===== config.mk =====
export PLATFORM = sky130hd
export DESIGN_NAME = slot_store_flat
export DESIGN_NICKNAME = d
export VERILOG_FILES = /design/src/hw/rename_types_pkg.sv /design/src/hw/queue_cfg_pkg.sv /design/src/hw/isq_bus_if.sv /design/src/hw/slot_store.sv /design/src/flat_wrapper.sv
export SDC_FILE = /design/constraint.sdc
export NUM_CORES = 1
export LEC_CHECK = 0
export ABC_AREA = 0
export BUFFER_PORTS_ARGS = -buffer_cell sky130_fd_sc_hd__buf_2
export CAP_MARGIN = 20
export CORE_MARGIN = 2
export CORE_UTILIZATION = 40
export CTS_CLUSTER_DIAMETER = 200
export DETAILED_ROUTE_END_ITERATION = 10
export PLACE_DENSITY = 0.73
export SYNTH_ARGS = -nofsm -noshare
export SYNTH_HDL_FRONTEND = slang
export SYNTH_SLANG_ARGS = --single-unit

===== constraint.sdc =====
create_clock -name clk -period 4.5 [get_ports clk]
set_clock_uncertainty 0.15 [all_clocks]
set_input_delay 0.225 -clock clk [delete_from_list [all_inputs] [get_ports clk]]
set_output_delay 0.225 -clock clk [all_outputs]
set_load 0.1 [all_outputs]

===== src/hw/rename_types_pkg.sv =====
package rename_types_pkg;

  //////////////////////////////
  // register geometry
  //////////////////////////////

  // logical register file seen by the instruction stream
  localparam int LREG_NUM = 4;
  localparam int LREG_W   = 2;

  // physical tag width, sixteen physical registers
  localparam int PREG_W   = 4;

  //////////////////////////////
  // tag and map types
  //////////////////////////////

  // index of a logical register
  typedef logic [LREG_W-1:0] lreg_t;

  // physical register tag
  typedef logic [PREG_W-1:0] preg_t;

  // full logical to physical map
  // entry k holds the physical tag of logical register k
  typedef preg_t [LREG_NUM-1:0] map_t;

  // identity map loaded into both segment headers at reset
  // logical k starts out on physical k
  localparam map_t RESET_MAP = {preg_t'(3), preg_t'(2), preg_t'(1), preg_t'(0)};

endpackage


===== src/hw/queue_cfg_pkg.sv =====
package queue_cfg_pkg;

  //////////////////////////////
  // queue geometry
  //////////////////////////////

  // eight slots, split into two halves of four
  localparam int ISQ_DEPTH  = 8;
  localparam int HALF_DEPTH = 4;
  localparam int SLOT_W     = 3;

  // slot index, also used for the tail pointer and read position
  typedef logic [SLOT_W-1:0] slot_t;

  // one issue queue slot as written by the host
  // wt is the wait bit, cleared once the instruction has issued
  typedef struct packed {
    logic                    vld;
    logic                    wt;
    logic                    src1_vld;
    rename_types_pkg::lreg_t src1;
    logic                    src2_vld;
    rename_types_pkg::lreg_t src2;
    logic                    dst_vld;
    rename_types_pkg::lreg_t dst;
    rename_types_pkg::preg_t pdest;
  } isq_line_t;

  // one renamed line as produced by the rename matrix
  typedef struct packed {
    logic                    vld;
    logic                    psrc1_vld;
    rename_types_pkg::preg_t psrc1;
    logic                    psrc2_vld;
    rename_types_pkg::preg_t psrc2;
    rename_types_pkg::preg_t pdest;
  } ren_line_t;

  // host operations on the slot store
  typedef enum logic {
    OP_PUSH       = 1'b0,
    OP_CLEAR_WAIT = 1'b1
  } host_op_e;

endpackage


===== src/hw/isq_bus_if.sv =====
`timescale 1ns/100ps

// bundle between the slot store and the rename matrix
interface isq_bus_if;
  import queue_cfg_pkg::*;

  //////////////////////////////
  // store side
  //////////////////////////////

  // all eight slot lines, valid bits already folded in
  isq_line_t [ISQ_DEPTH-1:0] lines;
  // next slot a push lands in
  slot_t                     tail;

  //////////////////////////////
  // matrix side
  //////////////////////////////

  // one cycle pulse, the oldest half retires at the next edge
  logic                      seg_switch;
  // 0 when slots 0..3 are the oldest half, 1 when slots 4..7 are
  logic                      arch;

  // store owns the lines and tail, reacts to the switch
  modport store (
    output lines,
    output tail,
    input  seg_switch,
    input  arch
  );

  // matrix reads the lines and tail, owns switch and arch
  modport matrix (
    input  lines,
    input  tail,
    output seg_switch,
    output arch
  );

endinterface


===== src/hw/slot_store.sv =====
`timescale 1ns/100ps

module slot_store (
  input  logic                     clk,
  input  logic                     rst_n,
  input  logic                     req_i,
  input  queue_cfg_pkg::host_op_e  op_i,
  input  queue_cfg_pkg::slot_t     slot_i,
  input  queue_cfg_pkg::isq_line_t line_i,
  output logic                     ack_o,
  output logic                     full_o,
  isq_bus_if.store                 bus
);
  import queue_cfg_pkg::*;

  // four-phase acceptor state
  logic                   ack_q;
  logic                   accept;
  logic                   push_acc;
  logic                   clr_acc;

  // slot state
  logic [ISQ_DEPTH-1:0]   vld_q;
  logic [ISQ_DEPTH-1:0]   vld_nxt;
  logic [ISQ_DEPTH-1:0]   retire_mask;
  isq_line_t              slot_q [ISQ_DEPTH];
  slot_t                  tail_q;

  //////////////////////////////
  // host handshake
  //////////////////////////////

  // a request is taken once, on the first edge with req high and ack low
  assign accept   = req_i & ~ack_q;
  // pushes into a full queue still complete the handshake but store nothing
  assign push_acc = accept & (op_i == OP_PUSH) & ~full_o;
  assign clr_acc  = accept & (op_i == OP_CLEAR_WAIT);

  always_ff @(posedge clk or negedge rst_n)
  begin
    if (!rst_n)
    begin
      ack_q <= 1'b0;
    end
    else if (accept)
    begin
      ack_q <= 1'b1;
    end
    // release only after the host has dropped req
    else if (!req_i)
    begin
      ack_q <= 1'b0;
    end
  end

  assign ack_o = ack_q;

  //////////////////////////////
  // tail pointer and full
  //////////////////////////////

  // tail wraps naturally at eight slots
  always_ff @(posedge clk or negedge rst_n)
  begin
    if (!rst_n)
    begin
      tail_q <= '0;
    end
    else if (push_acc)
    begin
      tail_q <= tail_q + slot_t'(1);
    end
  end

  // full one slot short of the oldest half
  // slot 7 with arch 0, slot 3 with arch 1
  assign full_o = bus.arch ? (tail_q == slot_t'(HALF_DEPTH - 1))
                           : (tail_q == slot_t'(ISQ_DEPTH - 1));

  //////////////////////////////
  // valid bits
  //////////////////////////////

  // half retiring on a segment switch
  assign retire_mask = {{HALF_DEPTH{bus.arch}}, {HALF_DEPTH{~bus.arch}}};

  always_comb
  begin
    vld_nxt = vld_q;
    // retired half drops out so the chain does not rename it again
    if (bus.seg_switch)
    begin
      vld_nxt = vld_nxt & ~retire_mask;
    end
    // the tail never sits in the retiring half, a push cannot collide
    if (push_acc)
    begin
      vld_nxt[tail_q] = line_i.vld;
    end
  end

  always_ff @(posedge clk or negedge rst_n)
  begin
    if (!rst_n)
    begin
      vld_q <= '0;
    end
    else
    begin
      vld_q <= vld_nxt;
    end
  end

  //////////////////////////////
  // slot payload
  //////////////////////////////

  always_ff @(posedge clk)
  begin
    if (push_acc)
    begin
      slot_q[tail_q] <= line_i;
    end
    // issued instruction no longer blocks its half
    else if (clr_acc)
    begin
      slot_q[slot_i].wt <= 1'b0;
    end
  end

  // lines to the matrix carry the live valid bits
  always_comb
  begin
    for (int i = 0; i < ISQ_DEPTH; i++)
    begin
      bus.lines[i]     = slot_q[i];
      bus.lines[i].vld = vld_q[i];
    end
  end

  assign bus.tail = tail_q;

endmodule


===== src/flat_wrapper.sv =====
// flat-port wrapper written by rule: the top's interface ports become plain ports
module slot_store_flat import queue_cfg_pkg::*;
  (clk, rst_n, req_i, op_i, slot_i, line_i, ack_o, full_o, bus_lines, bus_tail, bus_seg_switch, bus_arch);
  isq_bus_if bus_i ();
  input  logic clk;
  input  logic rst_n;
  input  logic req_i;
  input  queue_cfg_pkg::host_op_e op_i;
  input  queue_cfg_pkg::slot_t slot_i;
  input  queue_cfg_pkg::isq_line_t line_i;
  output logic ack_o;
  output logic full_o;
  output wire logic [$bits(bus_i.lines)-1:0] bus_lines;
  output wire logic [$bits(bus_i.tail)-1:0] bus_tail;
  input wire logic [$bits(bus_i.seg_switch)-1:0] bus_seg_switch;
  input wire logic [$bits(bus_i.arch)-1:0] bus_arch;
  assign bus_lines = bus_i.lines;
  assign bus_tail = bus_i.tail;
  assign bus_i.seg_switch = bus_seg_switch;
  assign bus_i.arch = bus_arch;
  slot_store u_core (.clk(clk), .rst_n(rst_n), .req_i(req_i), .op_i(op_i), .slot_i(slot_i), .line_i(line_i), .ack_o(ack_o), .full_o(full_o), .bus(bus_i));
endmodule

== Word-level counts from Yosys, hierarchy flattened ==
Memory sizes are Yosys's and may differ from the RTL's.
Index checks and enable logic that the tools add are counted.

* Register bits: 12
* Memory bits (writable): 120
* Bits of input ports: 24
* Output and inout port bits: 125
* Memories kept: 1

{| class="wikitable"
|+ Memories
! name !! words !! width !! rd ports !! clocked after memory_dff !! write ports !! line !! text
|-
| u_core.slot_q || 8 || 15 || 8 || 0 || 1 || slot_store.sv:26 || <nowiki>isq_line_t slot_q [ISQ_DEPTH];</nowiki>
|}

* Add/sub/neg operators: 1
* $lt $le $gt $ge: 2
* Eq/ne operators: 3
* Multiplexer cells: 16
* Bitwise logic cells: 10
* Reductions and logical operators: 2

{| class="wikitable"
|+ Operators with widths
! cell !! count
|-
| $mux W8 || 2
|-
| $mux W15 || 1
|-
| $reduce_or A15 Y1 || 1
|-
| $mux W1 || 9
|-
| $and A8 B8 Y8 || 1
|-
| $bwmux W8 || 1
|-
| $not A8 Y8 || 1
|-
| $and A1 B1 Y1 || 4
|-
| $lt A3 B4 Y1 const B || 1
|-
| $not A1 Y1 || 4
|-
| $add A3 B1 Y3 const B || 1
|-
| $demux W1 S3 || 1
|-
| $eq A3 B2 Y1 const B || 1
|-
| $eq A3 B3 Y1 const B || 1
|-
| $ge A3 B1 Y1 const B || 1
|-
| $mux W3 || 1
|-
| $mux W2 || 1
|-
| $ne A2 B1 Y1 const B || 1
|-
| $logic_and A1 B1 Y1 || 1
|}

== Depth between registers and ports, before layout ==
* Depth after elaboration: 8
* Depth in mapped cells: 5
* Depth with buffers taken out: 5

== Worst setup path before layout ==
No wires, ideal clock.

* Kind: register to register
* Start point: reg u_core.tail_q[0], in the netlist u_core.bus.tail[0]
* End point: reg u_core.tail_q[1], in the netlist u_core.bus.tail[1]
* Setup time: 0.128 ns
* Arrival time: 2.779 ns
* Slack: 1.443 ns
* Stages on the path, launching flop included: 6
* Path buffers: 0
* Period minus slack after synthesis: 3.057 ns
* Cells stage by stage: dfrtp_1 > ha_1 > inv_1 > nor2_2 > nor3b_2 > mux2_1

* Cells in the longest elaborated chain, start to end: 4
* Elaborated cells on any way between the ends: 6
* Those cells by class: add/sub (1); eq/ne (2); mux (1); bitwise (2)

{| class="wikitable"
|+ RTL lines
! item !! line !! text
|-
| from (decl) || slot_store.sv:27 || <nowiki>slot_t tail_q;</nowiki>
|-
| from (signal assigned) || slot_store.sv:71 || <nowiki>tail_q <= tail_q + slot_t'(1);</nowiki>
|-
| $eq A3 B3 Y1 or $eq A3 B2 Y1 (tied branches) || slot_store.sv:78, slot_store.sv:77 ||
|-
| $mux W1 * || slot_store.sv:77 || <nowiki>assign full_o = bus.arch ? (tail_q == slot_t'(HALF_DEPTH - 1))</nowiki>
|-
| net full_o || flat_wrapper.sv:12 || <nowiki>output logic full_o;</nowiki>
|-
| $not A1 Y1 * || slot_store.sv:36 || <nowiki>assign push_acc = accept & (op_i == OP_PUSH) & ~full_o;</nowiki>
|-
| $and A1 B1 Y1 * || slot_store.sv:36 ||
|}

Mark *: on every way through the listed nets, which the timed path passes. The rest lies on a longest branch.
A chain may end at the register's enable or synchronous reset.

== Worst setup path in the final report ==
* Start point: reg u_core.ack_q, in the netlist u_core.ack_o
* End point: reg u_core.vld_q[2]

* Cells in the longest elaborated chain, start to end: 5

{| class="wikitable"
|+ RTL lines
! item !! line !! text
|-
| from (decl) || slot_store.sv:17 || <nowiki>logic ack_q;</nowiki>
|-
| from (signal assigned) || slot_store.sv:43 || <nowiki>ack_q <= 1'b0;</nowiki>
|-
| from (signal assigned) || slot_store.sv:47 || <nowiki>ack_q <= 1'b1;</nowiki>
|-
| from (signal assigned) || slot_store.sv:52 || <nowiki>ack_q <= 1'b0;</nowiki>
|-
| $not A1 Y1 || slot_store.sv:34 || <nowiki>assign accept = req_i & ~ack_q;</nowiki>
|-
| $and A1 B1 Y1 || slot_store.sv:34 ||
|-
| $and A1 B1 Y1 (2 in series) || slot_store.sv:36 ||
|-
| $mux W8 || slot_store.sv:96 || <nowiki>if (push_acc)</nowiki>
|-
| net u_core.vld_nxt[2] || slot_store.sv:24 || <nowiki>logic [ISQ_DEPTH-1:0] vld_nxt;</nowiki>
|-
| to (signal assigned) || slot_store.sv:110 || <nowiki>vld_q <= vld_nxt;</nowiki>
|-
| to (decl) || slot_store.sv:23 || <nowiki>logic [ISQ_DEPTH-1:0] vld_q;</nowiki>
|}

The timed path passes the listed nets, and every way through them passes these cells.

==> flow_metrics.tcl <==
set metrics [dict create \
    worstSetupPathType "flop to flop" \
    ir_worst_vdd_uv 316.3 \
    area_growth_syn_to_layout_pct 35.42 \
    cts_resized 0 \
    p_sw_uw 1033 \
    fin_crit_sh 0.6670 \
    netlist.area_leader.share 0.7876 \
    hold_path_startpoint "line_i[10]" \
    clock_pin_slew_on_the_worst_setup_and_hold_paths_ns 0.06 \
    setup_viol 0 \
    hold_path_end "u_core.slot_q[2][10]" \
    layout.area.seq_um2 3664 \
    detail_route.wl_per_cell_um 18.30 \
    worstSetupEndpointType "flop" \
    initial_core_util 0.4136 \
    number_of_buffers_created_by_cts 17 \
    ioPinCount 149 \
    fillerInstances 810 \
    startpoint_type "flop" \
    tritoncts "built" \
    yosysTopAreaCell "sky130_fd_sc_hd__edfxtp_1" \
    regToRegEndpoint "u_core.vld_q[2]" \
    power_density_nw_per_um2 551.2 \
    grt_antenna_before_repair 0 \
    cp_data_required_time_ns 4.79 \
    num_vias 2515 \
    power.share.sequential 0.428 \
    ys_ff_latch 124 \
    cts_post_setup_buffers_inserted 0 \
    drcViolationCount 0 \
    routability_congestion_estimate 0.7741 \
    sw_frac_of_total 0.3240 \
    cts_root_buffer "sky130_fd_sc_hd__clkbuf_8" \
    vias_in_the_first_global_route 2428 \
    drt.antenna.violating_nets 0 \
    reg2reg_depth 5 \
    clock_insertion_delay_worst_skew_ns 0.50 \
    via_count_normalized_by_instance_count 4.710 \
    clock_path_buffers 2 \
    num_rows 37 \
    ctsHoldBuffers 8 \
    hold_viol 0 \
    unrepaired_setup_endpoints_after_global_routing "no" \
    report.final.slew_viol_count 0 \
    nNetsFinal 410 \
    synth_cells 211 \
    crit-reg2reg-launch "u_core.ack_o" \
    largest_net_degree_at_the_start_of_global_routing 19 \
    layout-drive-gt1-share 0.4849 \
    detailed_place_hpwl_mm 6.603 \
    timing.slew.headroom 0.3521 \
    ff2ff_setup_slack_ns 1.50 \
    static-leakage-power_uw 0.002286 \
    core_area_um2 10320 \
    run_status "completed" \
    syn-mean-instance-area_um2 20.24 \
    die_h_um 107.3 \
    grt_use_total 0.1762 \
    synth.cell_area_um2 4270 \
    critPathMaxFanout 18 \
    layout_commonest_cell "sky130_fd_sc_hd__buf_2" \
    power_frac_clock 0.373 \
    initialDrtViolationCount 116 \
    max_slew.worst_pin.slew_ns 0.9708 \
    synth.yosys.warnings 0 \
    fp.dieW_um 107.3 \
    finalCriticalPeriod_ns 3.002 \
    worst_hold_path.num_cells 2 \
    post_synthesis_net_count 236 \
    cts.sink_count 124 \
    grt_first_pass_wirelength_mm 14.15 \
    route.final.wire_length_mm 9.772 \
    num_antenna_cells 0 \
    cell_internal_pwr_uw 2155 \
    drt_pre_antenna_iters 5 \
    synth.area.top_cells "sky130_fd_sc_hd__edfxtp_1 (79%), sky130_fd_sc_hd__dfrtp_1 (7.0%), sky130_fd_sc_hd__and2_1 (2.2%)" \
    total_power_uw 3188 \
    clock.fmax_mhz 333.2 \
    share_comb_of_total_power 0.199 \
    synth_sequential_area_ratio 0.8579 \
    setup_total_negative_slack_ns 0 \
    multi_input_comb_area_um2 576.8 \
    synth.lib_cells_used.distinct 33 \
    buffer_ports.inserted 148 \
    grt_remaining_overflow 0 \
    max_cap_violations 0 \
    cts_htree_levels 4 \
    final_cell_mix "sky130_fd_sc_hd__buf_2 (148), sky130_fd_sc_hd__edfxtp_1 (112), sky130_fd_sc_hd__clkbuf_16 (16)" \
    design.die.area_um2 11520 \
    min-delay-path-class "primary input to flop" \
    arrival_ns 3.29 \
]
-- worst max path at each step --
stage / from / end / slack [ns]
floorplan: u_core.bus.tail[0] / u_core.bus.tail[1] / 1.44
global placement: u_core.ack_o / u_core.slot_q[7][5] / 2.10
detailed placement: u_core.ack_o / u_core.slot_q[7][7] / 1.96
CTS: u_core.ack_o / u_core.vld_q[2] / 1.48
global route: u_core.ack_o / u_core.vld_q[2] / 1.31
finish: u_core.ack_o / u_core.vld_q[2] / 1.50
-- synthesized netlist by cell type --
cell	instances
sky130_fd_sc_hd__edfxtp_1	112
sky130_fd_sc_hd__and2_1	15
sky130_fd_sc_hd__nor2_1	13
sky130_fd_sc_hd__dfrtp_1	12
sky130_fd_sc_hd__nand2_1	11
sky130_fd_sc_hd__mux2i_1	9
sky130_fd_sc_hd__nor2_2	6
sky130_fd_sc_hd__inv_1	3
sky130_fd_sc_hd__clkbuf_1	2
sky130_fd_sc_hd__mux2_2	2
sky130_fd_sc_hd__nand2b_1	2
sky130_fd_sc_hd__o21ai_0	2
sky130_fd_sc_hd__xor2_1	2
sky130_fd_sc_hd__a21boi_0	1
sky130_fd_sc_hd__and2b_1	1
sky130_fd_sc_hd__and2b_2	1
sky130_fd_sc_hd__buf_6	1
sky130_fd_sc_hd__ha_1	1
sky130_fd_sc_hd__mux2_1	1
sky130_fd_sc_hd__nand3_1	1
sky130_fd_sc_hd__nand3b_2	1
sky130_fd_sc_hd__nor2b_1	1
sky130_fd_sc_hd__nor2b_2	1
sky130_fd_sc_hd__nor3_2	1
sky130_fd_sc_hd__nor3b_2	1
sky130_fd_sc_hd__o2111ai_4	1
sky130_fd_sc_hd__o211a_1	1
sky130_fd_sc_hd__o211ai_1	1
sky130_fd_sc_hd__o211ai_4	1
sky130_fd_sc_hd__o21ai_1	1
sky130_fd_sc_hd__o31ai_1	1
sky130_fd_sc_hd__or2b_1	1
sky130_fd_sc_hd__xnor2_2	1
-- layout make-up --
class / count / share of cell area
clock buffer: 21 / 0.07421
clock inverter: 11 / 0.01666
inverter: 3 / 0.001947
sequential: 124 / 0.6335
multi-input combinational: 81 / 0.09974
tap: 136 / 0.02942
timing repair buffer: 158 / 0.1445
-- per-layer routing --
layer	vias up	global-route usage	wire [µm]
met1	1229	0.2263	4165
met5	-	0	0
met3	9	0.06114	768
met2	136	0.2830	4735
met4	0	0.05566	103
li1	1141	-	-
-- registers in the layout, indices dropped and copies added (netlist names) --
name	count
u_core.slot_q	112
u_core.vld_q	8
u_core.bus.tail	3
u_core.ack_o	1
-- power groups by stage --
stage | logic (µW) | registers, µW | clock network [µW]
3_5_place_dp | 630 | 1390 | 0
2_1_floorplan | 177 | 1730 | 0
3_3_place_gp | 626 | 1380 | 0
5_1_grt | 664 | 1370 | 1250
4_1_cts | 638 | 1370 | 1200
6_report | 635 | 1370 | 1190
-- critical path, stage by stage, from the launching register on --
cell and delay [ns]:
sky130_fd_sc_hd__dfrtp_1 0.37, sky130_fd_sc_hd__nand3b_2 0.51, sky130_fd_sc_hd__mux2i_1 0.28, sky130_fd_sc_hd__nor2_2 0.77
sky130_fd_sc_hd__mux2i_1 0.27, sky130_fd_sc_hd__dlygate4sd3_1 0.57
-- stage by stage --
step | hold WS, ns | instances | utilization | area, µm² | setup slack (ns)
global placement | -0.03359 | 494 | 0.5015 | 5177 | 2.095
finish | 0.04360 | 534 | 0.5602 | 5783 | 1.498
floorplan | -0.2206 | 211 | - | 4270 | 1.443
detailed placement | -0.03319 | 494 | 0.5015 | 5177 | 1.965
global route | 0.04858 | 534 | 0.5602 | 5783 | 1.308
CTS | 0.01781 | 534 | 0.5602 | 5783 | 1.483
-- logic make-up after synthesis --
group	after synthesis	share of synthesized area
adder cells (fa/ha/maj)	1	0.002930
buffers and inverters	6	0.007032
multiplexers	12	0.02901
AO/OA/AOI/OAI	9	0.02227
XOR/XNOR	3	0.007913
flip-flops	124	0.8579
AND/OR/NAND/NOR	56	0.07296
(Power assumes the default switching activity.)
